===== src/bank_ram_pkg.sv =====
package bank_ram_pkg;

    ////////////////////////////////////////////////////////////
    // Sizes
    ////////////////////////////////////////////////////////////

    localparam int NUM_PORTS     = 4;
    localparam int NUM_BANKS     = 4;
    localparam int BANK_BITS     = 2;
    localparam int ROW_BITS      = 9;
    localparam int ADDR_BITS     = BANK_BITS + ROW_BITS;
    localparam int DATA_BITS     = 32;

    // Per-port write queue
    localparam int FIFO_DEPTH    = 4;
    localparam int FIFO_PTR_BITS = 2;

    ////////////////////////////////////////////////////////////
    // Field types and structs
    ////////////////////////////////////////////////////////////

    typedef logic [ADDR_BITS-1:0] word_addr_t;
    typedef logic [DATA_BITS-1:0] data_t;
    typedef logic [BANK_BITS-1:0] bank_idx_t;
    typedef logic [ROW_BITS-1:0]  row_t;

    // Raw write strobe from one port
    typedef struct packed {
        logic       we;
        word_addr_t addr;
        data_t      data;
    } wr_req_t;

    // Write after the address split
    typedef struct packed {
        bank_idx_t bank;
        row_t      row;
        data_t     data;
    } queue_entry_t;

    // One registered write into a bank
    typedef struct packed {
        logic  valid;
        row_t  row;
        data_t data;
    } bank_wr_t;

endpackage


===== src/write_queue.sv =====
`timescale 1ns/1ps

module write_queue
(
    input  logic                       clk,
    input  logic                       reset,
    input  bank_ram_pkg::wr_req_t      req,
    input  logic                       pop,
    output bank_ram_pkg::queue_entry_t head,
    output logic                       empty,
    output logic                       full
);

    bank_ram_pkg::queue_entry_t             entries [bank_ram_pkg::FIFO_DEPTH];
    logic [bank_ram_pkg::FIFO_PTR_BITS-1:0] wr_ptr;
    logic [bank_ram_pkg::FIFO_PTR_BITS-1:0] rd_ptr;
    logic [bank_ram_pkg::FIFO_PTR_BITS:0]   count;
    bank_ram_pkg::queue_entry_t             decoded;
    logic                                   push;
    logic                                   do_pop;

    ////////////////////////////////////////////////////////////
    // Address split on entry
    ////////////////////////////////////////////////////////////

    // Low bits pick the bank, the rest is the row
    always_comb
    begin
        decoded.bank = req.addr[bank_ram_pkg::BANK_BITS-1:0];
        decoded.row  = req.addr[bank_ram_pkg::ADDR_BITS-1:bank_ram_pkg::BANK_BITS];
        decoded.data = req.data;
    end

    // Strobe while full is lost
    assign push   = req.we && !full;
    assign do_pop = pop && !empty;

    assign full  = (count == (bank_ram_pkg::FIFO_PTR_BITS + 1)'(bank_ram_pkg::FIFO_DEPTH));
    assign empty = (count == '0);
    assign head  = entries[rd_ptr];

    ////////////////////////////////////////////////////////////
    // Pointers and occupancy
    ////////////////////////////////////////////////////////////

    // Pointers wrap on their own since depth is a power of two
    always_ff @(posedge clk or posedge reset)
    begin
        if (reset)
        begin
            wr_ptr <= '0;
            rd_ptr <= '0;
            count  <= '0;
        end
        else
        begin
            if (push)
                wr_ptr <= wr_ptr + 1'b1;
            if (do_pop)
                rd_ptr <= rd_ptr + 1'b1;
            case ({push, do_pop})
                2'b10:   count <= count + 1'b1;
                2'b01:   count <= count - 1'b1;
                default: count <= count;
            endcase
        end
    end

    // Entry storage
    always_ff @(posedge clk)
    begin
        if (push)
            entries[wr_ptr] <= decoded;
    end

endmodule


===== config.mk =====
export PLATFORM = sky130hd
export DESIGN_NAME = write_queue
export DESIGN_NICKNAME = d
export VERILOG_FILES = /design/src/bank_ram_pkg.sv /design/src/write_queue.sv
export SDC_FILE = /design/constraint.sdc
export NUM_CORES = 1
export LEC_CHECK = 0
export CORE_AREA = 3 3 110 112
export CTS_BUF_LIST = sky130_fd_sc_hd__clkbuf_8
export CTS_CLUSTER_DIAMETER = 60
export DETAILED_ROUTE_END_ITERATION = 8
export DIE_AREA = 0 0 113 115
export DONT_BUFFER_PORTS = 1
export PLACE_DENSITY = 0.75
export SYNTH_ARGS = -nofsm -noshare
export SYNTH_HDL_FRONTEND = slang
export SYNTH_SLANG_ARGS = --single-unit

===== constraint.sdc =====
create_clock -name clk -period 2.55 [get_ports clk]
set_input_delay 0.3825 -clock clk [delete_from_list [all_inputs] [get_ports clk]]
set_output_delay 0.3825 -clock clk [all_outputs]
set_load 0.03 [all_outputs]

Word-level counts from Yosys, hierarchy flattened
Memory sizes are Yosys's and may differ from the RTL's.
Index checks and enable logic that the tools add are counted.
{ "word_totals": {"register_bits": 7, "ramBits": 172, "input_bits": 47, "out_inout_bits": 45, "wordCells": 20, "memories": 1} }
{ "op_classes": {"n_addsub": 4, "eq_ne": 3, "mux": 3, "reduce_logical": 6} }
{ "memory_table": {"columns": ["name", "depth", "width", "read_ports", "rd_clocked_by_memory_dff", "wr", "line", "source"], "rows": [
  ["entries", 4, 43, 1, 0, 1, "write_queue.sv:14", "bank_ram_pkg::queue_entry_t entries [bank_ram_pkg::FIFO_DEPTH];"]
]} }
{ "op_table": {"columns": ["operator", "count"], "rows": [
  ["$pmux 3 s2", 1],
  ["$add 2x1->2 const B", 2],
  ["$add 3x1->3 const B", 1],
  ["$eq 3x3->1 const B", 1],
  ["$logic_not 3->1", 1],
  ["$sub 3x1->3 const B", 1],
  ["$eq 2x1->1 const B", 1],
  ["$eq 2x2->1 const B", 1],
  ["$logic_and 1x1->1", 2],
  ["$logic_not 1->1", 2],
  ["$mux 1", 2],
  ["$reduce_bool 2->1", 1]
]} }

Longest topological paths before layout
{ "logic_depth": {"ltp_word": 5, "mapped_depth": 9, "depth_no_buf": 9} }

Worst setup path after synthesis
Ideal clock, no wire load.
{ "synth_path": {"path_type": "register -> register", "start": "reg count[2] in the netlist's numbering", "end": "mem entries[0][0] in the netlist's numbering (enable)", "setup_time_ps": 405, "arrival_time_ps": 1929, "t_required_ps": 2145, "path_slack_ps": 216, "stages_incl_launch_ff": 4, "path_buffers": 0, "period_less_slack_ps": 2334, "cell_sequence": "dfrtp_1 nor3b_2 nor2b_2 and2_1"} }
{ "synth_between": {"elab_chain_len": 5} }
{ "synth_lines": {"columns": ["element", "line", "source"], "rows": [
  ["from (decl)", "write_queue.sv:17", "logic [bank_ram_pkg::FIFO_PTR_BITS:0] count;"],
  ["from (signal assigned)", "write_queue.sv:62", "2'b10: count <= count + 1'b1;"],
  ["from (signal assigned)", "write_queue.sv:63", "2'b01: count <= count - 1'b1;"],
  ["from (signal assigned)", "write_queue.sv:64", "default: count <= count;"],
  ["$eq 3x3->1", "write_queue.sv:38", "assign full = (count == (bank_ram_pkg::FIFO_PTR_BITS + 1)'(bank_ram_pkg::FIFO_DEPTH));"],
  ["via full", "write_queue.sv:11", "output logic full"],
  ["$logic_not 1->1", "write_queue.sv:35", "assign push = req.we && !full;"],
  ["$logic_and 1x1->1", "write_queue.sv:35", null],
  ["$mux 1", "write_queue.sv:72", "if (push)"],
  ["$mux 1 (implied by the code)", "write_queue.sv:73", "entries[wr_ptr] <= decoded;"],
  ["to (decl)", "write_queue.sv:14", null]
]} }
The timed path passes the listed nets, and every way through them passes these cells.

==> key figures <==
Outcome
  • Status: finished clean

Logic synthesis
  • Ys async rst share: 3.91%
  • Compound-Gate Fraction of Synth Area: 0.131%
  • EDFF count, synth: 172
  • YS warnings: 0
  • Post-synthesis sequential element count: 179
  • Largest family of logic cells by synthesized area: multiplexers
  • Distinct cells, synth: 21
  • Synth Flop Type: edfxtp_1
  • Syn_nets: 316
  • Syn Area/Cell: 25.5 sq um
  • Area leader, netlist: edfxtp_1
  • Count leader, synth: edfxtp_1
  • Synth top area share: 77.2%
  • Sequential area share after synthesis: 79.8%
  • Synthesized cell area: 0.00669 sq mm
  • Simple-gate share of the synthesized area: 0.879%
  • Multiplexer area fraction after synthesis: 15.1%
  • Adder-cell share of the synthesized area: 1.23%
  • Area contributors post-synth: edfxtp_1 77%, mux4_2 13%, dfrtp_1 2.6%, mux4_1 2.0%, buf_12 1.2%
  • Most common library cells after synthesis: 172 x edfxtp_1, 38 x mux4_2, 7 x dfrtp_1, 7 x inv_1
  • Area share of xor/xnor cells in the synthesized design: 0.785%
  • Post-synthesis cell count: 263

Timing
  • Tmin final: 2.31 ns
  • Clk_skew: 0.00813 ns
  • Unrepaired setup endpoints after global routing: false
  • Fin crit share: 90.8%
  • TNS Setup: 0 ns
  • Worst slew margin: 75.7%
  • Fmax: 0.432 GHz
  • Worst-margin pin slew: 0.364 ns
  • Final Max Tran Viols: 0
  • Final setup violation count: 0
  • Final Hold Viols: 0

Pwr
  • Int Power: 0.00562 W
  • Leak: 2.45 nW
  • Clock power share: 18.2%
  • Switching power: 0.00314 W
  • Pwr dens: 1160 mW/mm^2
  • VDD IR max: 0.531 mV
  • Sequential Power Share: 47.2%
  • Switching share of total power: 35.8%
  • Logic pwr share: 34.6%

Floorplanning
  • Die extent in y: 115 um
  • Die Width: 113 um
  • Cell Rows: 39
  • CORE AREA: 0.0113 sq mm
  • Die area: 0.0130 sq mm
  • I/O pins: 92
  • Initial core utilization: 59.1%

Setup path
  • Setup Crit Path Kind: flip-flop to output port
  • Worst EP required: 2.17 ns
  • CP arrival: 1.93 ns
  • Critical Path Start Type: flip-flop
  • Buffers and inverters on the worst path: 1
  • Setup slack, reg-to-reg: 0.49 ns
  • Critical-path cell list: buf_12, mux4_2
  • R2r startpoint: count[0]$_DFFE_PP0P_
  • Critical path's top delay family: multiplexers
  • Reg-to-Reg End: count[2]$_DFFE_PP0P_
  • Reg2reg path depth: 9
  • Critical-path maximum fanout: 22
  • CP max stage cell: mux4_2
  • Max stage delay on crit path: 0.65 ns
  • Crit end category: output port

Global route
  • First-pass GRT wire length: 15.9 mm
  • Largest net degree at the start of global routing: 44
  • Vias in the first global route: 2852
  • Overall Global Routing Usage: 17.0%
  • Grt ovf: 0
  • Initial antenna violation count: 0

Routing
  • Drt via density: 5.75
  • Post-DRT Antenna Nets: 0
  • Wirelength per Cell: 22.4 um
  • Vias: 2687
  • DR DRC count: 0
  • DR iter-0 viols: 157
  • First-pass DRT Iterations: 4
  • Total wire length: 10.5 mm

Final layout
  • Area Overhead vs Synth: 12.5%
  • Diode count: 0
  • Fraction of layout cells with a size suffix above 1: 26.2%
  • Fill count: 743
  • Final net count: 364
  • Final Util: 66.5%

CTS
  • Clock sinks: 179
  • Clock buffer depth: 2
  • Worst-path clk slew: 0.08 ns
  • TritonCTS clock tree: built
  • # H-tree levels: 4
  • Skew-Pair Late Insertion Delay: 0.43 ns
  • Cts repair resizes: 0
  • Root Buffer: clkbuf_8
  • Clock buffers created by TritonCTS: 17

Min path
  • Hold Path Class: input port to flip-flop
  • Worst hold path stage count: 0
  • Hold path start: req[41]
  • Hold path endpoint: entries[1][39]$_DFFE_PP_

Placed design
  • Buffers on Ports: 0
  • Routability cong.: 0.700
  • HPWL Detailed: 6.07 mm

Run
  • Max_cap viols: 0
## through the flow
step	total power, W	cell area [sq um]	setup WS [ns]	instances	hold WS (ns)
3_3_place_gp	0.00716	6900	0.536	406	0.225
5_1_grt	0.00919	7530	0.128	467	0.000818
2_1_floorplan	0.00674	6690	0.216	263	0.186
6_report	0.00876	7530	0.236	467	0.0416
4_1_cts	0.00881	7240	0.0391	439	0.00317
3_5_place_dp	0.00722	6900	0.533	406	0.224
## worst reg2reg max path: cells and delay by family, from the launching register on
kind                       cells  cell delay (ns)
buffers and inverters          2             0.14
xor gates and xnor gates       2             0.31
adders and majority gates      2             0.57
DFF                            1             0.45
and+or+nand+nor                3             0.52
## timing repair
| item | CTS | global route |
|---|---|---|
| hold endpoints to repair | 7 | 90 |
| hold buffers | 1 | 27 |
| endpoints found under the setup margin | 0 | 22 |
| setup buffers | 0 | 1 |
## routing by layer
layer	up-vias	share of wire (%)	global-route usage (%)
met2	68	52	27.1
met4	0	2.3	7.61
met1	1398	40	20.9
met5	-	0	0
li1	1204	-	-
met3	17	5.8	6.74
## registers in the layout (all words and copies together), names as in the netlist
name     count
count        3
entries    172
rd_ptr       2
wr_ptr       2
## area by class of cell
type | instances | area [sq um] | area share (%)
multi-input combinational | 67 | 1220 | 16.2
sequential | 179 | 5350 | 71.0
inverter | 7 | 26.3 | 0.349
timing repair buffer | 39 | 433 | 5.75
clock inverter | 15 | 96.3 | 1.28
clock buffer | 17 | 234 | 3.11
tap | 143 | 179 | 2.38
## logic make-up after synthesis
logic type	count (synthesis)
AO/OA/AOI/OAI	1
XOR/XNOR	6
adder cells (fa/ha/maj)	6
buffers and inverters	17
flip-flops	179
multiplexers	45
AND/OR/NAND/NOR	9
## worst max-delay path by stage
stage	startpoint	end	slack [ns]	cells past startpoint
after global routing	rd_ptr[0]$_DFFE_PP0P_	head[17]	0.13	2
after detailed placement	rd_ptr[0]$_DFFE_PP0P_	head[17]	0.53	2
after CTS	rd_ptr[0]$_DFFE_PP0P_	head[17]	0.04	2
after floorplan	count[2]$_DFFE_PP0P_	entries[0][0]$_DFFE_PP_	0.22	3
after global placement	rd_ptr[0]$_DFFE_PP0P_	head[20]	0.54	2
final	rd_ptr[0]$_DFFE_PP0P_	head[17]	0.24	2
## power by group through the flow
| stage | clock, W | sequential [W] | combinational, W |
|---|---|---|---|
| 4_1_cts | 0.00165 | 0.00418 | 0.00298 |
| 6_report | 0.00160 | 0.00413 | 0.00303 |
| 3_5_place_dp | 0 | 0.00425 | 0.00297 |
| 2_1_floorplan | 0 | 0.00408 | 0.00266 |
| 3_3_place_gp | 0 | 0.00422 | 0.00295 |
| 5_1_grt | 0.00178 | 0.00419 | 0.00322 |
## placed cells by master (no fill, tap or decap)
cell and instances:
o31a_1 1, fa_1 1, ha_1 5, dfrtp_1 5, clkinv_2 1, clkinv_4 2, clkinv_1 2, inv_1 10
xnor2_1 3, buf_4 5, dfrtp_4 1, clkinvlp_4 5, nor2b_2 1, dlygate4sd3_1 28, inv_6 2, xor2_1 3
mux2i_1 1, nor2_1 1, edfxtp_1 172, mux4_2 38, buf_12 5, dfrtp_2 1, nand2_1 1, and2_2 4
buf_8 1, clkbuf_8 17, mux2_2 1, mux4_1 5, nor3_1 1, nor3b_2 1
Note: power is estimated with default switching activity, not from simulation.
