File: config.mk
export PLATFORM = sky130hd
export DESIGN_NAME = bank_arbiter
export DESIGN_NICKNAME = d
export VERILOG_FILES = /design/src/bank_ram_pkg.sv /design/src/bank_arbiter.sv
export SDC_FILE = /design/constraint.sdc
export NUM_CORES = 1
export LEC_CHECK = 0
export BUFFER_PORTS_ARGS = -buffer_cell sky130_fd_sc_hd__buf_2
export CORE_AREA = 2 2 162 164
export DETAILED_ROUTE_END_ITERATION = 12
export DIE_AREA = 0 0 164 166
export PLACE_DENSITY_LB_ADDON = 0.15
export REMOVE_ABC_BUFFERS = 1
export SYNTH_ARGS = -nofsm -noshare
export SYNTH_HDL_FRONTEND = slang
export SYNTH_SLANG_ARGS = --single-unit
File: constraint.sdc
create_clock -name clk -period 1.7 [get_ports clk]
set_clock_uncertainty 0.15 [all_clocks]
set_input_delay 0.085 -clock clk [delete_from_list [all_inputs] [get_ports clk]]
set_output_delay 0.085 -clock clk [all_outputs]
set_load 0.01 [all_outputs]
File: src/bank_ram_pkg.sv
package bank_ram_pkg;

    ////////////////////////////////////////////////////////////
    // Sizes
    ////////////////////////////////////////////////////////////

    localparam int NUM_PORTS     = 4;
    localparam int NUM_BANKS     = 4;
    localparam int BANK_BITS     = 2;
    localparam int ROW_BITS      = 9;
    localparam int ADDR_BITS     = BANK_BITS + ROW_BITS;
    localparam int DATA_BITS     = 32;

    // Per-port write queue
    localparam int FIFO_DEPTH    = 4;
    localparam int FIFO_PTR_BITS = 2;

    ////////////////////////////////////////////////////////////
    // Field types and structs
    ////////////////////////////////////////////////////////////

    typedef logic [ADDR_BITS-1:0] word_addr_t;
    typedef logic [DATA_BITS-1:0] data_t;
    typedef logic [BANK_BITS-1:0] bank_idx_t;
    typedef logic [ROW_BITS-1:0]  row_t;

    // Raw write strobe from one port
    typedef struct packed {
        logic       we;
        word_addr_t addr;
        data_t      data;
    } wr_req_t;

    // Write after the address split
    typedef struct packed {
        bank_idx_t bank;
        row_t      row;
        data_t     data;
    } queue_entry_t;

    // One registered write into a bank
    typedef struct packed {
        logic  valid;
        row_t  row;
        data_t data;
    } bank_wr_t;

endpackage

File: src/bank_arbiter.sv
`timescale 1ns/1ps

module bank_arbiter
(
    input  logic                                  clk,
    input  logic                                  reset,
    input  bank_ram_pkg::queue_entry_t            heads [bank_ram_pkg::NUM_PORTS],
    input  logic [bank_ram_pkg::NUM_PORTS-1:0]    empty,
    output logic [bank_ram_pkg::NUM_PORTS-1:0]    pop,
    output bank_ram_pkg::bank_wr_t                bank_wr [bank_ram_pkg::NUM_BANKS],
    output logic                                  pending
);

    // One-hot port grant for each bank
    logic [bank_ram_pkg::NUM_PORTS-1:0] grant [bank_ram_pkg::NUM_BANKS];

    bank_ram_pkg::row_t                 win_row  [bank_ram_pkg::NUM_BANKS];
    bank_ram_pkg::data_t                win_data [bank_ram_pkg::NUM_BANKS];

    logic [bank_ram_pkg::NUM_BANKS-1:0] wr_valid;
    bank_ram_pkg::row_t                 wr_row   [bank_ram_pkg::NUM_BANKS];
    bank_ram_pkg::data_t                wr_data  [bank_ram_pkg::NUM_BANKS];

    ////////////////////////////////////////////////////////////
    // Fixed-priority grant per bank
    ////////////////////////////////////////////////////////////

    // Lowest-numbered port with a head for this bank wins
    always_comb
    begin
        for (int b = 0; b < bank_ram_pkg::NUM_BANKS; b++)
        begin
            grant[b] = '0;
            for (int p = 0; p < bank_ram_pkg::NUM_PORTS; p++)
            begin
                if (!empty[p] && heads[p].bank == bank_ram_pkg::bank_idx_t'(b)
                    && grant[b] == '0)
                    grant[b][p] = 1'b1;
            end
        end
    end

    // A head targets one bank only, so a port is granted at most once
    always_comb
    begin
        pop = '0;
        for (int b = 0; b < bank_ram_pkg::NUM_BANKS; b++)
            pop = pop | grant[b];
    end

    // Winner payload
    always_comb
    begin
        for (int b = 0; b < bank_ram_pkg::NUM_BANKS; b++)
        begin
            win_row[b]  = '0;
            win_data[b] = '0;
            for (int p = 0; p < bank_ram_pkg::NUM_PORTS; p++)
            begin
                if (grant[b][p])
                begin
                    win_row[b]  = heads[p].row;
                    win_data[b] = heads[p].data;
                end
            end
        end
    end

    ////////////////////////////////////////////////////////////
    // Registered bank writes
    ////////////////////////////////////////////////////////////

    always_ff @(posedge clk or posedge reset)
    begin
        if (reset)
            wr_valid <= '0;
        else
            for (int b = 0; b < bank_ram_pkg::NUM_BANKS; b++)
                wr_valid[b] <= |grant[b];
    end

    always_ff @(posedge clk)
    begin
        for (int b = 0; b < bank_ram_pkg::NUM_BANKS; b++)
        begin
            if (|grant[b])
            begin
                wr_row[b]  <= win_row[b];
                wr_data[b] <= win_data[b];
            end
        end
    end

    always_comb
    begin
        for (int b = 0; b < bank_ram_pkg::NUM_BANKS; b++)
        begin
            bank_wr[b].valid = wr_valid[b];
            bank_wr[b].row   = wr_row[b];
            bank_wr[b].data  = wr_data[b];
        end
    end

    // Writes still queued or on their way into the array
    assign pending = !(&empty) || (|wr_valid);

endmodule

Word level (Yosys, flattened, before mapping)
Memory sizes are Yosys's and may differ from the RTL's.
Cells that the tools add are included.
{"block": "classes", "n_eq_ne": 12, "n_mux": 56, "bitwise_logic": 7, "n_reduce_logical": 52}
{"op": "32-bit 2-to-1 mux", "count": 16}
{"op": "9-bit 2-to-1 mux", "count": 16}
{"op": "1-bit logical AND", "count": 28}
{"op": "1-bit 2-to-1 mux", "count": 24}
{"op": "4-bit OR reduction", "count": 5}
{"op": "2-bit equality test (second input constant)", "count": 8}
{"op": "2-bit logical NOT", "count": 8}
{"op": "3-bit logical NOT", "count": 4}
{"op": "4-bit OR", "count": 3}
{"op": "2-bit by 1-bit equality test with 1-bit output (second input constant)", "count": 4}
{"op": "1-bit logical NOT", "count": 5}
{"op": "1-bit NOT", "count": 4}
{"op": "4-bit AND reduction", "count": 1}
{"op": "1-bit logical OR", "count": 1}
{"block": "word_totals", "regBits": 4, "mem_bits_rw": 164, "input_bits": 178, "out_inout_bits": 173, "wordCells": 130, "memories": 2}
{"memory": "wr_data", "words": 4, "width": 32, "rd": 4, "rd_clocked_by_memory_dff": 0, "write_ports": 4, "line_no": "bank_arbiter.sv:22", "source": "bank_ram_pkg::data_t wr_data [bank_ram_pkg::NUM_BANKS];"}
{"memory": "wr_row", "words": 4, "width": 9, "rd": 4, "rd_clocked_by_memory_dff": 0, "write_ports": 4, "line_no": "bank_arbiter.sv:21", "source": "bank_ram_pkg::row_t wr_row [bank_ram_pkg::NUM_BANKS];"}

Logic depth before layout (Yosys ltp)
Gate-level depths: netlist of run 1.
{"block": "logic_depth", "word_depth": 15, "mapped_depth": 8}

Worst setup path before layout of run 1
No wires, ideal clock.
{"block": "synth_timing", "path_kind": "in2reg", "start": "input port heads[171] in the netlist's numbering", "end": "memory wr_data[2][0] in the netlist's numbering, enable pin", "t_arrival_ns": 1.992, "slack_ns": -0.842, "cell_stages": 5, "path_buffers": 2, "path_cell_list": "buf_2 -> nor3b_2 -> buf_2 -> nor3_1 -> nand2_1"}
{"element": "start: declaration", "line_no": "bank_arbiter.sv:7", "source": "input bank_ram_pkg::queue_entry_t heads [bank_ram_pkg::NUM_PORTS],"}
{"element": "end: declaration", "line_no": "bank_arbiter.sv:22"}

Final worst setup path of run 1
{"block": "layout_timing", "start": "input port heads[128] in the netlist's numbering", "end": "output port pop[3] in the netlist's numbering"}
{"block": "layout_via", "elab_chain_len": 13}
{"element": "2-bit by 1-bit equality test with 1-bit output / 2-bit logical NOT (equally long branches)", "line_no": "bank_arbiter.sv:36", "source": "if (!empty[p] && heads[p].bank == bank_ram_pkg::bank_idx_t'(b)"}
{"element": "1-bit logical AND", "line_no": "bank_arbiter.sv:36"}
{"element": "1-bit logical AND", "line_no": "bank_arbiter.sv:37", "source": "&& grant[b] == '0)"}
{"element": "1-bit 2-to-1 mux", "line_no": "bank_arbiter.sv:36"}
{"element": "2-bit logical NOT", "line_no": "bank_arbiter.sv:37"}
{"element": "1-bit logical AND", "line_no": "bank_arbiter.sv:37"}
{"element": "1-bit 2-to-1 mux", "line_no": "bank_arbiter.sv:36"}
{"element": "3-bit logical NOT", "line_no": "bank_arbiter.sv:37"}
{"element": "1-bit logical AND", "line_no": "bank_arbiter.sv:37"}
{"element": "1-bit 2-to-1 mux", "line_no": "bank_arbiter.sv:36"}
{"element": "4-bit OR (2 in series)", "line_no": "bank_arbiter.sv:48", "source": "pop = pop | grant[b];"}
{"element": "4-bit OR (*)", "line_no": "bank_arbiter.sv:48"}
{"element": "end: declaration", "line_no": "bank_arbiter.sv:9", "source": "output logic [bank_ram_pkg::NUM_PORTS-1:0] pop,"}
Every way passes the cells marked *; elsewhere a longest branch is shown, timed or not.

==> summary.txt, run 1 <==
Route
  – Post-detailed-routing wire length: 43,600 um
  – Via density: 5.82
  – Total DRC errors in the routed layout: 0
  – Mean routed wirelength per cell: 23.4 um
  – DRC marker count from the first detailed-route iteration: 1,170
  – Total iterations of the first detailed-routing run: 7
  – Antenna viol nets, final: 0
  – Vias after detailed routing: 10,900

Die
  – Total die area: 27,200 um^2
  – Starting utilization of the core area: 0.391
  – Chip Width: 164 um
  – Placement row count: 59
  – IO Count: 351
  – Die height: 166 um
  – Core Footprint: 25,600 um^2

Cells and area
  – Leading cell type in the layout, fill and taps excluded: sky130_fd_sc_hd__buf_2
  – Area growth from synthesis to layout: 51.3%
  – Share of post-route cells with drive strength above 1: 0.386
  – Core utilization of the finished layout: 0.591
  – Top library cells by usage in the layout, fill and taps aside: 345 x sky130_fd_sc_hd__buf_2, 167 x sky130_fd_sc_hd__nor2_1, 166 x sky130_fd_sc_hd__nand2_1, 165 x sky130_fd_sc_hd__dlygate4sd3_1, 164 x sky130_fd_sc_hd__edfxtp_1
  – Layout Nets: 1,698

Setup path
  – Critical path required time: 1460 ps
  – Kind of start point of the critical path: input pin
  – Maximum fanout along the worst path: 6
  – Arrival time at the worst endpoint: 1440 ps
  – Worst setup EP type: output port
  – Crit path max-delay cell type: sky130_fd_sc_hd__or4_4
  – CP max stage delay: 600 ps
  – Buffers plus inverters on the worst setup path: 3
  – Worst path most repeated cell: sky130_fd_sc_hd__buf_6
  – Cells along the critical path: clkbuf_4, and3b_2, buf_6, nor4_4, or4_4, buf_6
  – Beginning of the critical path: heads[128]
  – Cell family with the largest share of critical-path delay: simple AND/OR/NAND/NOR gates
  – Path type of the worst setup path: input pin to output port

Clock tree
  – Clock buffer count from CTS: 17
  – Clock tree from TritonCTS: yes
  – H-tree depth: 4
  – Maximum clock insertion buffer count: 2
  – Sinks on Clock Net: 168
  – Clk root buf: sky130_fd_sc_hd__clkbuf_16
  – Clock-pin slew reported for the worst setup and hold paths after clock tree synthesis: 70 ps

Min path
  – Class of the worst hold path: input pin to flip-flop
  – Hold path startpoint: heads[125]

Yosys
  – Count of unique library cells instantiated by Yosys: 39
  – Share of the yosys chip area belonging to registers: 0.502
  – Top_reg_cell synth: sky130_fd_sc_hd__edfxtp_1
  – Leading area contributor after synthesis: sky130_fd_sc_hd__edfxtp_1
  – Synthesized area per cell: 10.2 um^2
  – Biggest area contributors in the synthesized netlist: sky130_fd_sc_hd__edfxtp_1 49%, sky130_fd_sc_hd__a221oi_2 12%, sky130_fd_sc_hd__o21ai_1 8.1%
  – Cell Area, Synth: 10,000 um^2
  – Synth warnings: 0
  – Area share of the leading cell type in the synthesized netlist: 0.492
  – Number of synthesized flops with an enable pin: 164
  – Instance count of the mapped netlist: 977
  – Number of synthesized register bits: 168
  – Fraction of registers with async set/reset: 0.0238

Global routing
  – Initial antenna violation count: 2
  – Overall routing resource usage: 0.312
  – Via count of the first global-routing pass: 10,900
  – Wire length of the first global-routing pass: 64,100 um
  – Overflow after GRT: 0
  – Maximum number of pins on one net before global-route repair: 35

Timing
  – Worst Tran Pin Value: 538 ps
  – FMAX: 597 MHz
  – Number of setup violations in the final report: 0
  – Setup TNS: 0 ps
  – Time the final worst path needs with I/O delays and setup: 1680 ps
  – Final Max Slew Viols: 0
  – Slew headroom: 0.641
  – Endpoints failing hold: 0
  – Post-route fraction of the period consumed by the critical path: 0.986

Flow run
  – Max-cap violation count: 0

Power
  – Cell area power density: 855 nW/um^2
  – Overall power of the completed layout: 13.0 mW
  – IR drop worst, VDD: 579 uV
  – Leakage component of the power: 5.91 nW

Outcome
  – Result of the run: complete, no violations

Place
  – Final RePlAce weighted congestion: 0.897
  – Port buffer count: 350
  – Post-DP HPWL: 28,700 um
==> logic make-up after synthesis <==
| kind of cell | count (synthesis) | synth area share |
|---|---|---|
| AOI/OAI and AO/OA | 334 | 0.278 |
| xor gates and xnor gates | 2 | 0.00175 |
| DFF | 168 | 0.502 |
| and+or+nand+nor | 377 | 0.164 |
| buffers and inverters | 96 | 0.0545 |
==> path summary, 6_finish.rpt <==
path	endpoint	slack (ps)	cells past startpoint
max	pop[3]	20	6
min	wr_row[1][7]$_DFFE_PP_	130	5
max in group asynchronous	wr_valid[2]$_DFF_PP0_	750	4
min in group asynchronous	wr_valid[0]$_DFF_PP0_	490	4
==> per-stage QoR <==
stage | area (um^2) | cells | hold WS (ps) | setup WS (ps)
floorplan | 9480 | 883 | -299 | -2600
global placement | 12800 | 1664 | -175 | -169
detailed placement | 12800 | 1664 | -171 | -189
CTS | 15100 | 1865 | 91.8 | 4.04
global route | 15100 | 1869 | 167 | -28.7
finish | 15100 | 1869 | 129 | 23.9
==> synthesized netlist by cell type, types with 2 or more instances <==
| library cell | instances |
|---|---|
| sky130_fd_sc_hd__a211oi_1 | 3 |
| sky130_fd_sc_hd__a21oi_1 | 3 |
| sky130_fd_sc_hd__a221oi_1 | 82 |
| sky130_fd_sc_hd__a221oi_2 | 78 |
| sky130_fd_sc_hd__and3b_1 | 3 |
| sky130_fd_sc_hd__buf_2 | 37 |
| sky130_fd_sc_hd__buf_4 | 5 |
| sky130_fd_sc_hd__buf_6 | 16 |
| sky130_fd_sc_hd__clkbuf_1 | 36 |
| sky130_fd_sc_hd__dfrtp_1 | 4 |
| sky130_fd_sc_hd__edfxtp_1 | 164 |
| sky130_fd_sc_hd__inv_1 | 2 |
| sky130_fd_sc_hd__nand2_1 | 171 |
| sky130_fd_sc_hd__nand3b_1 | 2 |
| sky130_fd_sc_hd__nor2_1 | 167 |
| sky130_fd_sc_hd__nor2b_1 | 4 |
| sky130_fd_sc_hd__nor3_1 | 7 |
| sky130_fd_sc_hd__nor3b_2 | 4 |
| sky130_fd_sc_hd__nor3b_4 | 2 |
| sky130_fd_sc_hd__nor4_4 | 3 |
| sky130_fd_sc_hd__o21ai_0 | 2 |
| sky130_fd_sc_hd__o21ai_1 | 163 |
| sky130_fd_sc_hd__or3_1 | 2 |
| sky130_fd_sc_hd__xnor2_1 | 2 |
==> where the power goes <==
group          leakage (nW)  total [mW]  internal, mW  switching, mW
Clock                 0.296        4.17          2.36           1.80
Combinational          4.04        3.31          1.43           1.87
Sequential             1.58        5.48          5.27          0.211
Total                  5.91        13.0          9.07           3.89
==> repair_timing <==
action / CTS / global route
pin swaps: 2 / 3
buffers inserted: 4 / 3
hold buffers: 165 / 0
endpoints found under the setup margin: 2 / 2
hold endpoints to repair: 168 / 0
resized for setup: 3 / 10
==> sequential cells by signal, summed over array words and instances, names as in the netlist <==
register  cells
wr_data     128
wr_row       36
wr_valid      4
==> final cells by class <==
type,count,area [um^2]
diodes,1,2.50
clock buffers,19,433
flip-flops and latches,168,5020
clock inverters,13,179
well taps,335,419
repair buffers,618,4550
fillers,2169,10500
multi-input cells,713,4540
inverters,2,7.51
==> per-layer routing <==
layer | track usage | vias up | part of all wire
met5 | 0 | - | 0.00030
met4 | 0.120 | 2 | 0.033
met3 | 0.0649 | 112 | 0.11
met2 | 0.496 | 817 | 0.47
met1 | 0.418 | 5113 | 0.39
li1 | - | 4832 | -
Power figures use the tool's default switching activity.
==> run 2: changes to the inputs <==
--- a/config.mk
+++ b/config.mk
@@ -5,12 +5,13 @@
 export SDC_FILE = /design/constraint.sdc
 export NUM_CORES = 1
 export LEC_CHECK = 0
-export BUFFER_PORTS_ARGS = -buffer_cell sky130_fd_sc_hd__buf_2
 export CORE_AREA = 2 2 162 164
 export DETAILED_ROUTE_END_ITERATION = 12
 export DIE_AREA = 0 0 164 166
+export DONT_BUFFER_PORTS = 1
 export PLACE_DENSITY_LB_ADDON = 0.15
 export REMOVE_ABC_BUFFERS = 1
+export SKIP_LAST_GASP = 1
 export SYNTH_ARGS = -nofsm -noshare
 export SYNTH_HDL_FRONTEND = slang
 export SYNTH_SLANG_ARGS = --single-unit
==> constraint.sdc (replaced) <==
create_clock -name clk -period 1.8 [get_ports clk]
set_clock_uncertainty 0.15 [all_clocks]
set_input_delay 0.09 -clock clk [delete_from_list [all_inputs] [get_ports clk]]
set_output_delay 0.09 -clock clk [all_outputs]
set_load 0.01 [all_outputs]
==> run 2 against run 1 <==
Effect of this change:
- the run now fails in 4_1_cts
- synthesized area stayed put
- synthesized cell count unchanged
==> summary.txt, run 2 <==
Outcome
  – Result of the run: stopped before the end
  – Fail Step: 4_1_cts
  – Error Message: [ERROR RSZ-0060] Max buffer count reached.

Yosys
  – Cell Area, Synth: 10,000 um^2 (unchanged)
  – Synthesized area per cell: 10.2 um^2 (unchanged)
  – Count of unique library cells instantiated by Yosys: 39 (unchanged)
  – Biggest area contributors in the synthesized netlist: sky130_fd_sc_hd__edfxtp_1 49%, sky130_fd_sc_hd__a221oi_2 12%, sky130_fd_sc_hd__o21ai_1 8.1%
  – Top_reg_cell synth: sky130_fd_sc_hd__edfxtp_1
  – Most frequent cells after synthesis: 171 x sky130_fd_sc_hd__nand2_1, 167 x sky130_fd_sc_hd__nor2_1, 164 x sky130_fd_sc_hd__edfxtp_1, 163 x sky130_fd_sc_hd__o21ai_1, 82 x sky130_fd_sc_hd__a221oi_1
  – Share of the yosys chip area belonging to registers: 0.502 (unchanged)
  – Number of synthesized register bits: 168 (unchanged)
  – Number of synthesized flops with an enable pin: 164 (unchanged)
  – Area share of the leading cell type in the synthesized netlist: 0.492 (unchanged)
  – Instance count of the mapped netlist: 977 (unchanged)
  – Synth warnings: 0 (unchanged)
  – Fraction of registers with async set/reset: 0.0238 (unchanged)
  – Dominant cell by count in the synthesized netlist: sky130_fd_sc_hd__nand2_1
  – Leading area contributor after synthesis: sky130_fd_sc_hd__edfxtp_1

Place
  – Final RePlAce weighted congestion: 0.809 (-9.8%)
  – Port buffer count: 0 (-100%)
  – Post-DP HPWL: 26,300 um (-8.3%)

Clock tree
  – Number of post-CTS setup repair buffers: 0 (-4)
  – Clk root buf: sky130_fd_sc_hd__clkbuf_16
  – Maximum clock insertion buffer count: 2 (unchanged)
  – Number of hold buffers added after cts: 263 (+59%)
  – Clock buffer count from CTS: 17 (unchanged)
  – Sinks on Clock Net: 168 (unchanged)
  – Resized cells post-CTS: 0 (-3)
  – H-tree depth: 4 (unchanged)

Die
  – Chip Width: 164 um (unchanged)
  – IO Count: 351 (unchanged)
  – Die height: 166 um (unchanged)
  – Placement row count: 59 (unchanged)
  – Starting utilization of the core area: 0.391 (unchanged)
-- run 2: cell counts after synthesis --
No cell type changed its count.
-- run 2: cells by family after synthesis --
logic type	synth area share
AOI/OAI and AO/OA	0.278
xor gates and xnor gates	0.00175
buffers and inverters	0.0545
DFF	0.502
and+or+nand+nor	0.164
-- run 2: per-stage QoR --
step	setup TNS [ps]	instance area (um^2)	std cells	setup WS [ps]
after floorplan	-560440	9480	883	-2510
after global placement	0	10700	1276	70.9
after detailed placement	0	10700	1276	71.9
==> run 3: changes to the inputs <==
--- a/config.mk
+++ b/config.mk
@@ -5,9 +5,9 @@
 export SDC_FILE = /design/constraint.sdc
 export NUM_CORES = 1
 export LEC_CHECK = 0
-export CORE_AREA = 2 2 162 164
+export CORE_AREA = 2 2 204 206
 export DETAILED_ROUTE_END_ITERATION = 12
-export DIE_AREA = 0 0 164 166
+export DIE_AREA = 0 0 206 208
 export DONT_BUFFER_PORTS = 1
 export PLACE_DENSITY_LB_ADDON = 0.15
 export REMOVE_ABC_BUFFERS = 1
==> run 3 against run 2 <==
Effect of this change:
- the run now ends clean
==> summary.txt, run 3 (same netlist as run 1, synthesis figures left out) <==
Outcome
  – Result of the run: complete, no violations

Min path
  – Class of the worst hold path: input pin to flip-flop
  – Count of cells along the worst hold path: 3

Setup path
  – Arrival time at the worst endpoint: 1530 ps
  – Worst setup EP type: output port
  – Critical path required time: 1560 ps
  – Last element of the critical path: pop[3]
  – Maximum fanout along the worst path: 21
  – Kind of start point of the critical path: input pin
  – Beginning of the critical path: heads[127]
  – Path type of the worst setup path: input pin to output port

Clock tree
  – Sinks on Clock Net: 168 (unchanged)
  – Maximum clock insertion buffer count: 2 (unchanged)
  – H-tree depth: 4 (unchanged)
  – Clock buffer count from CTS: 17 (unchanged)
  – Clk root buf: sky130_fd_sc_hd__clkbuf_16
  – Clock tree from TritonCTS: yes
  – Clock-pin slew reported for the worst setup and hold paths after clock tree synthesis: 70 ps

Route
  – Total DRC errors in the routed layout: 0
  – Mean routed wirelength per cell: 28.8 um
  – Via density: 5.57
  – Antenna viol nets, final: 0
  – Total iterations of the first detailed-routing run: 7
  – Vias after detailed routing: 10,100
  – Post-detailed-routing wire length: 52,200 um
  – DRC marker count from the first detailed-route iteration: 1,015

Cells and area
  – Layout Nets: 1,444
  – Filler Cells Inserted: 4,045
  – Share of post-route cells with drive strength above 1: 0.156
  – Number of flip-flops under the largest register name: 128
  – Register with the most flip-flops: wr_data
  – Area growth from synthesis to layout: 46.8%
  – Top library cells by usage in the layout, fill and taps aside: 296 x sky130_fd_sc_hd__dlygate4sd3_1, 167 x sky130_fd_sc_hd__nor2_1, 166 x sky130_fd_sc_hd__nand2_1, 164 x sky130_fd_sc_hd__edfxtp_1, 163 x sky130_fd_sc_hd__o21ai_1
  – Leading cell type in the layout, fill and taps excluded: sky130_fd_sc_hd__dlygate4sd3_1
  – Final Instance Area: 14,700 um^2
  – Largest registers: wr_data: 128 flops, wr_row: 36 flops, wr_valid: 4 flops

Power
  – Portion of total power attributed to sequential cells: 0.468
  – Switching power as a share of total power: 0.297
  – IR drop worst, VDD: 474 uV
  – Cell area power density: 819 nW/um^2
  – Internal power: 8.47 mW
  – Share of power burned in the clock network: 0.340
  – Leakage component of the power: 4.96 nW
  – Net switching component of the power: 3.57 mW
  – Part of the total power dissipated in combinational logic: 0.192

Global routing
  – Maximum number of pins on one net before global-route repair: 43
  – Wire length of the first global-routing pass: 73,800 um
  – Overflow after GRT: 0
  – Initial antenna violation count: 0
  – Overall routing resource usage: 0.239
  – Via count of the first global-routing pass: 10,400

Die
  – Die height: 208 um (+25%)
  – Core Footprint: 40,600 um^2
  – Starting utilization of the core area: 0.247 (-0.144)
  – Chip Width: 206 um (+26%)
  – IO Count: 351 (unchanged)
  – Total die area: 42,800 um^2
  – Placement row count: 74 (+25%)

Timing
  – Time the final worst path needs with I/O delays and setup: 1770 ps
  – Worst Tran Pin Value: 474 ps
  – Number of setup violations in the final report: 0
  – Unrepaired setup endpoints after global routing: false
  – WHS: 44.8 ps
  – Endpoints failing hold: 0
  – FMAX: 566 MHz
  – Slew headroom: 0.684
  – Final Max Slew Viols: 0
  – Post-route fraction of the period consumed by the critical path: 0.981

Place
  – Port buffer count: 0 (unchanged)
  – Final RePlAce weighted congestion: 0.788 (-2.5%)
  – Area of placed instances: 11,100 um^2 (+3.5%)
  – Post-DP HPWL: 31,100 um (+18%)

Flow run
  – Max-cap violation count: 0
[run 3: cell type report]
class,instances,area [um^2],share of cell area
Clock inverter,12,175,0.0119
Multi-Input combinational cell,713,4540,0.309
Tap cell,532,666,0.0453
Antenna cell,1,2.50,0.000170
Sequential cell,168,5020,0.342
Clock buffer,20,437,0.0297
Inverter,2,7.51,0.000511
Timing Repair Buffer,364,3850,0.262
[run 3: worst max-delay path, stage by stage]
cell	delay [ps]
sky130_fd_sc_hd__nor3b_4	400
sky130_fd_sc_hd__nor4_4	50
sky130_fd_sc_hd__buf_4	170
sky130_fd_sc_hd__buf_6	210
sky130_fd_sc_hd__or4_1	590
[run 3: routing by layer]
layer | GRT usage | wire (um) | vias to the layer above
met5 | 0 | 0 | -
met2 | 0.384 | 24700 | 655
met1 | 0.305 | 21100 | 5017
li1 | - | - | 4330
met4 | 0.0808 | 1260 | 0
met3 | 0.0700 | 5180 | 88
[run 3: through the flow]
step	utilization	power, mW	TNS [ps]	std cells	worst slack [ps]
after floorplan	-	6.37	-560440	883	-2510
after global placement	0.273	7.24	0	1478	55.4
after detailed placement	0.273	7.22	0	1478	59.3
after CTS	0.361	12.1	0	1806	16.5
after global routing	0.362	12.5	0	1811	6.11
final	0.362	12.0	0	1812	34.6
[run 3: worst min path at each step]
stage,start,end
5_1_grt,heads[41],wr_valid[3]$_DFF_PP0_
3_3_place_gp,reset,wr_valid[2]$_DFF_PP0_
3_5_place_dp,reset,wr_valid[2]$_DFF_PP0_
4_1_cts,heads[41],wr_valid[3]$_DFF_PP0_
6_report,heads[41],wr_valid[3]$_DFF_PP0_
2_1_floorplan,reset,wr_valid[0]$_DFF_PP0_
[run 3: power by group through the flow]
stage	Combinational, mW	Clock (mW)	Sequential, mW
2_1_floorplan	0.848	0	5.53
3_3_place_gp	1.48	0	5.75
3_5_place_dp	1.49	0	5.73
4_1_cts	2.26	4.17	5.65
5_1_grt	2.45	4.33	5.69
6_report	2.31	4.09	5.63
[run 3: timing repair]
| action | CTS | global route |
|---|---|---|
| hold buffers | 296 | 0 |
| buffers inserted | 0 | 4 |
| endpoints found under the hold margin | 170 | 0 |
| gates resized for setup | 0 | 2 |
| setup endpoints to repair | 0 | 32 |
==> run 4: changes to the inputs <==
--- a/config.mk
+++ b/config.mk
@@ -9,7 +9,6 @@
 export DETAILED_ROUTE_END_ITERATION = 12
 export DIE_AREA = 0 0 206 208
 export DONT_BUFFER_PORTS = 1
-export PLACE_DENSITY_LB_ADDON = 0.15
 export REMOVE_ABC_BUFFERS = 1
 export SKIP_LAST_GASP = 1
 export SYNTH_ARGS = -nofsm -noshare
==> run 4 against run 3 <==
Effect of this change:
- the flow now finishes with violations (setup timing)
- core utilization down 0.48 points
- hold slack better by 17 ps
- cell area down 1.3%
- sequential share of layout area up 0.46 points
- clock-buffer cell count down 3
- largest power group unchanged
- sequential power about the same
- die area unchanged
- via count up 4.3%
- non-clock buffer count down 17
==> summary.txt, run 4 (same netlist as run 1, synthesis figures left out) <==
Outcome
  – Result of the run: finished, violations left
  – Failing checks: setup timing

Setup path
  – Kind of start point of the critical path: input pin
  – Maximum fanout along the worst path: 42 (+100%)
  – Arrival time at the worst endpoint: 1990 ps (+460 ps)
  – Path type of the worst setup path: input pin to flip-flop
  – Critical path required time: 1980 ps (+420 ps)
  – Worst setup EP type: flip-flop

Route
  – DRC marker count from the first detailed-route iteration: 1,301 (+28%)
  – Mean routed wirelength per cell: 29.0 um (+0.47%)
  – Total iterations of the first detailed-routing run: 7 (unchanged)
  – Post-detailed-routing wire length: 52,100 um (-0.36%)
  – Via density: 5.86 (+5.2%)
  – Total DRC errors in the routed layout: 0 (unchanged)
  – Antenna viol nets, final: 0 (unchanged)
  – Vias after detailed routing: 10,500 (+4.3%)

Cells and area
  – Top library cells by usage in the layout, fill and taps aside: 294 x sky130_fd_sc_hd__dlygate4sd3_1, 167 x sky130_fd_sc_hd__nor2_1, 166 x sky130_fd_sc_hd__nand2_1, 164 x sky130_fd_sc_hd__edfxtp_1, 163 x sky130_fd_sc_hd__o21ai_1
  – Filler Cells Inserted: 3,913 (-3.3%)
  – Number of flip-flops under the largest register name: 128 (unchanged)
  – Leading cell type in the layout, fill and taps excluded: sky130_fd_sc_hd__dlygate4sd3_1
  – Layout Nets: 1,428 (-1.1%)
  – Share of post-route cells with drive strength above 1: 0.150 (-0.00594)
  – Largest registers: wr_data: 128 flops, wr_row: 36 flops, wr_valid: 4 flops
  – Register with the most flip-flops: wr_data
  – Core utilization of the finished layout: 0.358 (-0.00484)
  – Area growth from synthesis to layout: 44.8%

Die
  – Starting utilization of the core area: 0.247 (unchanged)
  – Chip Width: 206 um (unchanged)
  – Total die area: 42,800 um^2 (unchanged)
  – Die height: 208 um (unchanged)
  – Placement row count: 74 (unchanged)
  – IO Count: 351 (unchanged)
  – Core Footprint: 40,600 um^2 (unchanged)

Timing
  – Slew headroom: 0.371 (-0.313)
  – Final Max Slew Viols: 0 (unchanged)
  – Time the final worst path needs with I/O delays and setup: 1810 ps (+40.5 ps)
  – Unrepaired setup endpoints after global routing: true
  – Worst Tran Pin Value: 944 ps (+469 ps)
  – WHS: 61.9 ps (+17.1 ps)
  – Setup WS post-layout: -5.91 ps (-40.5 ps)
  – Endpoints failing hold: 0 (unchanged)
  – FMAX: 554 MHz (-2.2%)
  – Post-route fraction of the period consumed by the critical path: 1.00 (+0.0225)
  – Number of setup violations in the final report: 1 (+1)

Flow run
  – Max-cap violation count: 0 (unchanged)

Clock tree
  – Clock-pin slew reported for the worst setup and hold paths after clock tree synthesis: 80 ps (about the same)
  – Clock tree from TritonCTS: yes
  – Clock buffer count from CTS: 17 (unchanged)
  – Clk root buf: sky130_fd_sc_hd__clkbuf_16
  – H-tree depth: 4 (unchanged)
  – Maximum clock insertion buffer count: 2 (unchanged)
  – Sinks on Clock Net: 168 (unchanged)

Global routing
  – Initial antenna violation count: 3 (+3)
  – Wire length of the first global-routing pass: 72,500 um (-1.9%)
  – Overflow after GRT: 0 (unchanged)
  – Maximum number of pins on one net before global-route repair: 43 (unchanged)
  – Via count of the first global-routing pass: 10,800 (+3.8%)
  – Overall routing resource usage: 0.233 (-0.00605)

Min path
  – Class of the worst hold path: input pin to flip-flop

Power
  – Cell area power density: 806 nW/um^2 (-1.7%)
  – IR drop worst, VDD: 519 uV (+9.3%)
  – Leakage component of the power: 4.86 nW (-2.1%)

Place
  – Port buffer count: 0 (unchanged)
  – Final RePlAce weighted congestion: 0.831 (+5.4%)
  – Minimum setup slack after placement: 60.3 ps (+0.985 ps)
  – Post-DP HPWL: 29,500 um (-5.2%)
-- run 4: cell types whose count changed in the layout (fill, tap and decap cells not counted), moves of 2 or more --
cell,delta
sky130_fd_sc_hd__buf_4,-13
sky130_fd_sc_hd__inv_6,+4
sky130_fd_sc_hd__dlygate4sd3_1,-2
sky130_fd_sc_hd__inv_8,+3
sky130_fd_sc_hd__clkbuf_1,-3
sky130_fd_sc_hd__bufinv_16,-4
-- run 4: final cells by class --
cell class	instances	area, um^2	area share
Sequential cell	168	5020	0.347
Multi-Input combinational cell	714	4540	0.313
Timing Repair Buffer	347	3690	0.255
Tap cell	532	666	0.0459
Clock buffer	17	425	0.0293
Clock inverter	15	135	0.00932
Inverter	2	7.51	0.000518
Antenna cell	2	5.00	0.000345
-- run 4: report_power, final --
group | leakage [nW] | internal, mW | switching [mW] | total, mW
Clock | 0.271 | 1.82 | 1.90 | 3.72
Sequential | 1.58 | 5.01 | 0.636 | 5.65
Combinational | 3.01 | 1.11 | 1.20 | 2.31
-- run 4: per-layer routing --
layer | track usage | up-vias | wire (um)
met3 | 0.0885 | 156 | 6560
met4 | 0.0978 | 2 | 1840
met2 | 0.364 | 990 | 23700
li1 | - | 4301 | -
met1 | 0.286 | 5078 | 19900
met5 | 0 | - | 13
-- run 4: per-stage QoR --
step                setup TNS, ps  total power [mW]  area, um^2  std cells
floorplan                 -560440              6.37        9480        883
global placement                0              7.18       11000       1465
detailed placement              0              7.21       11000       1465
CTS                             0              11.7       14500       1791
global route                -21.0              12.0       14500       1797
finish                      -5.91              11.7       14500       1797
-- run 4: worst max-delay path, cell delays in order --
cell and delay, ps:
sky130_fd_sc_hd__or3b_1 420, sky130_fd_sc_hd__nor4_4 350, sky130_fd_sc_hd__buf_12 330, sky130_fd_sc_hd__nand2_1 90
sky130_fd_sc_hd__o21ai_1 100, sky130_fd_sc_hd__dlygate4sd3_1 580
-- run 4: final timing paths --
path,start,to,slack [ps],cells past startpoint
setup / recovery,empty[3],wr_data[2][20]$_DFFE_PP_,-6,6
hold / removal,heads[41],wr_valid[2]$_DFF_PP0_,60,4
min in group asynchronous,reset,wr_valid[0]$_DFF_PP0_,340,3
max in group asynchronous,reset,wr_valid[1]$_DFF_PP0_,1000,3
-- run 4: timing repair --
item | 4_1_cts | 5_1_grt
endpoints found under the setup margin | 0 | 7
buffers inserted | 0 | 3
hold buffers | 294 | 0
resized for setup | 0 | 1
endpoints found under the hold margin | 175 | 0
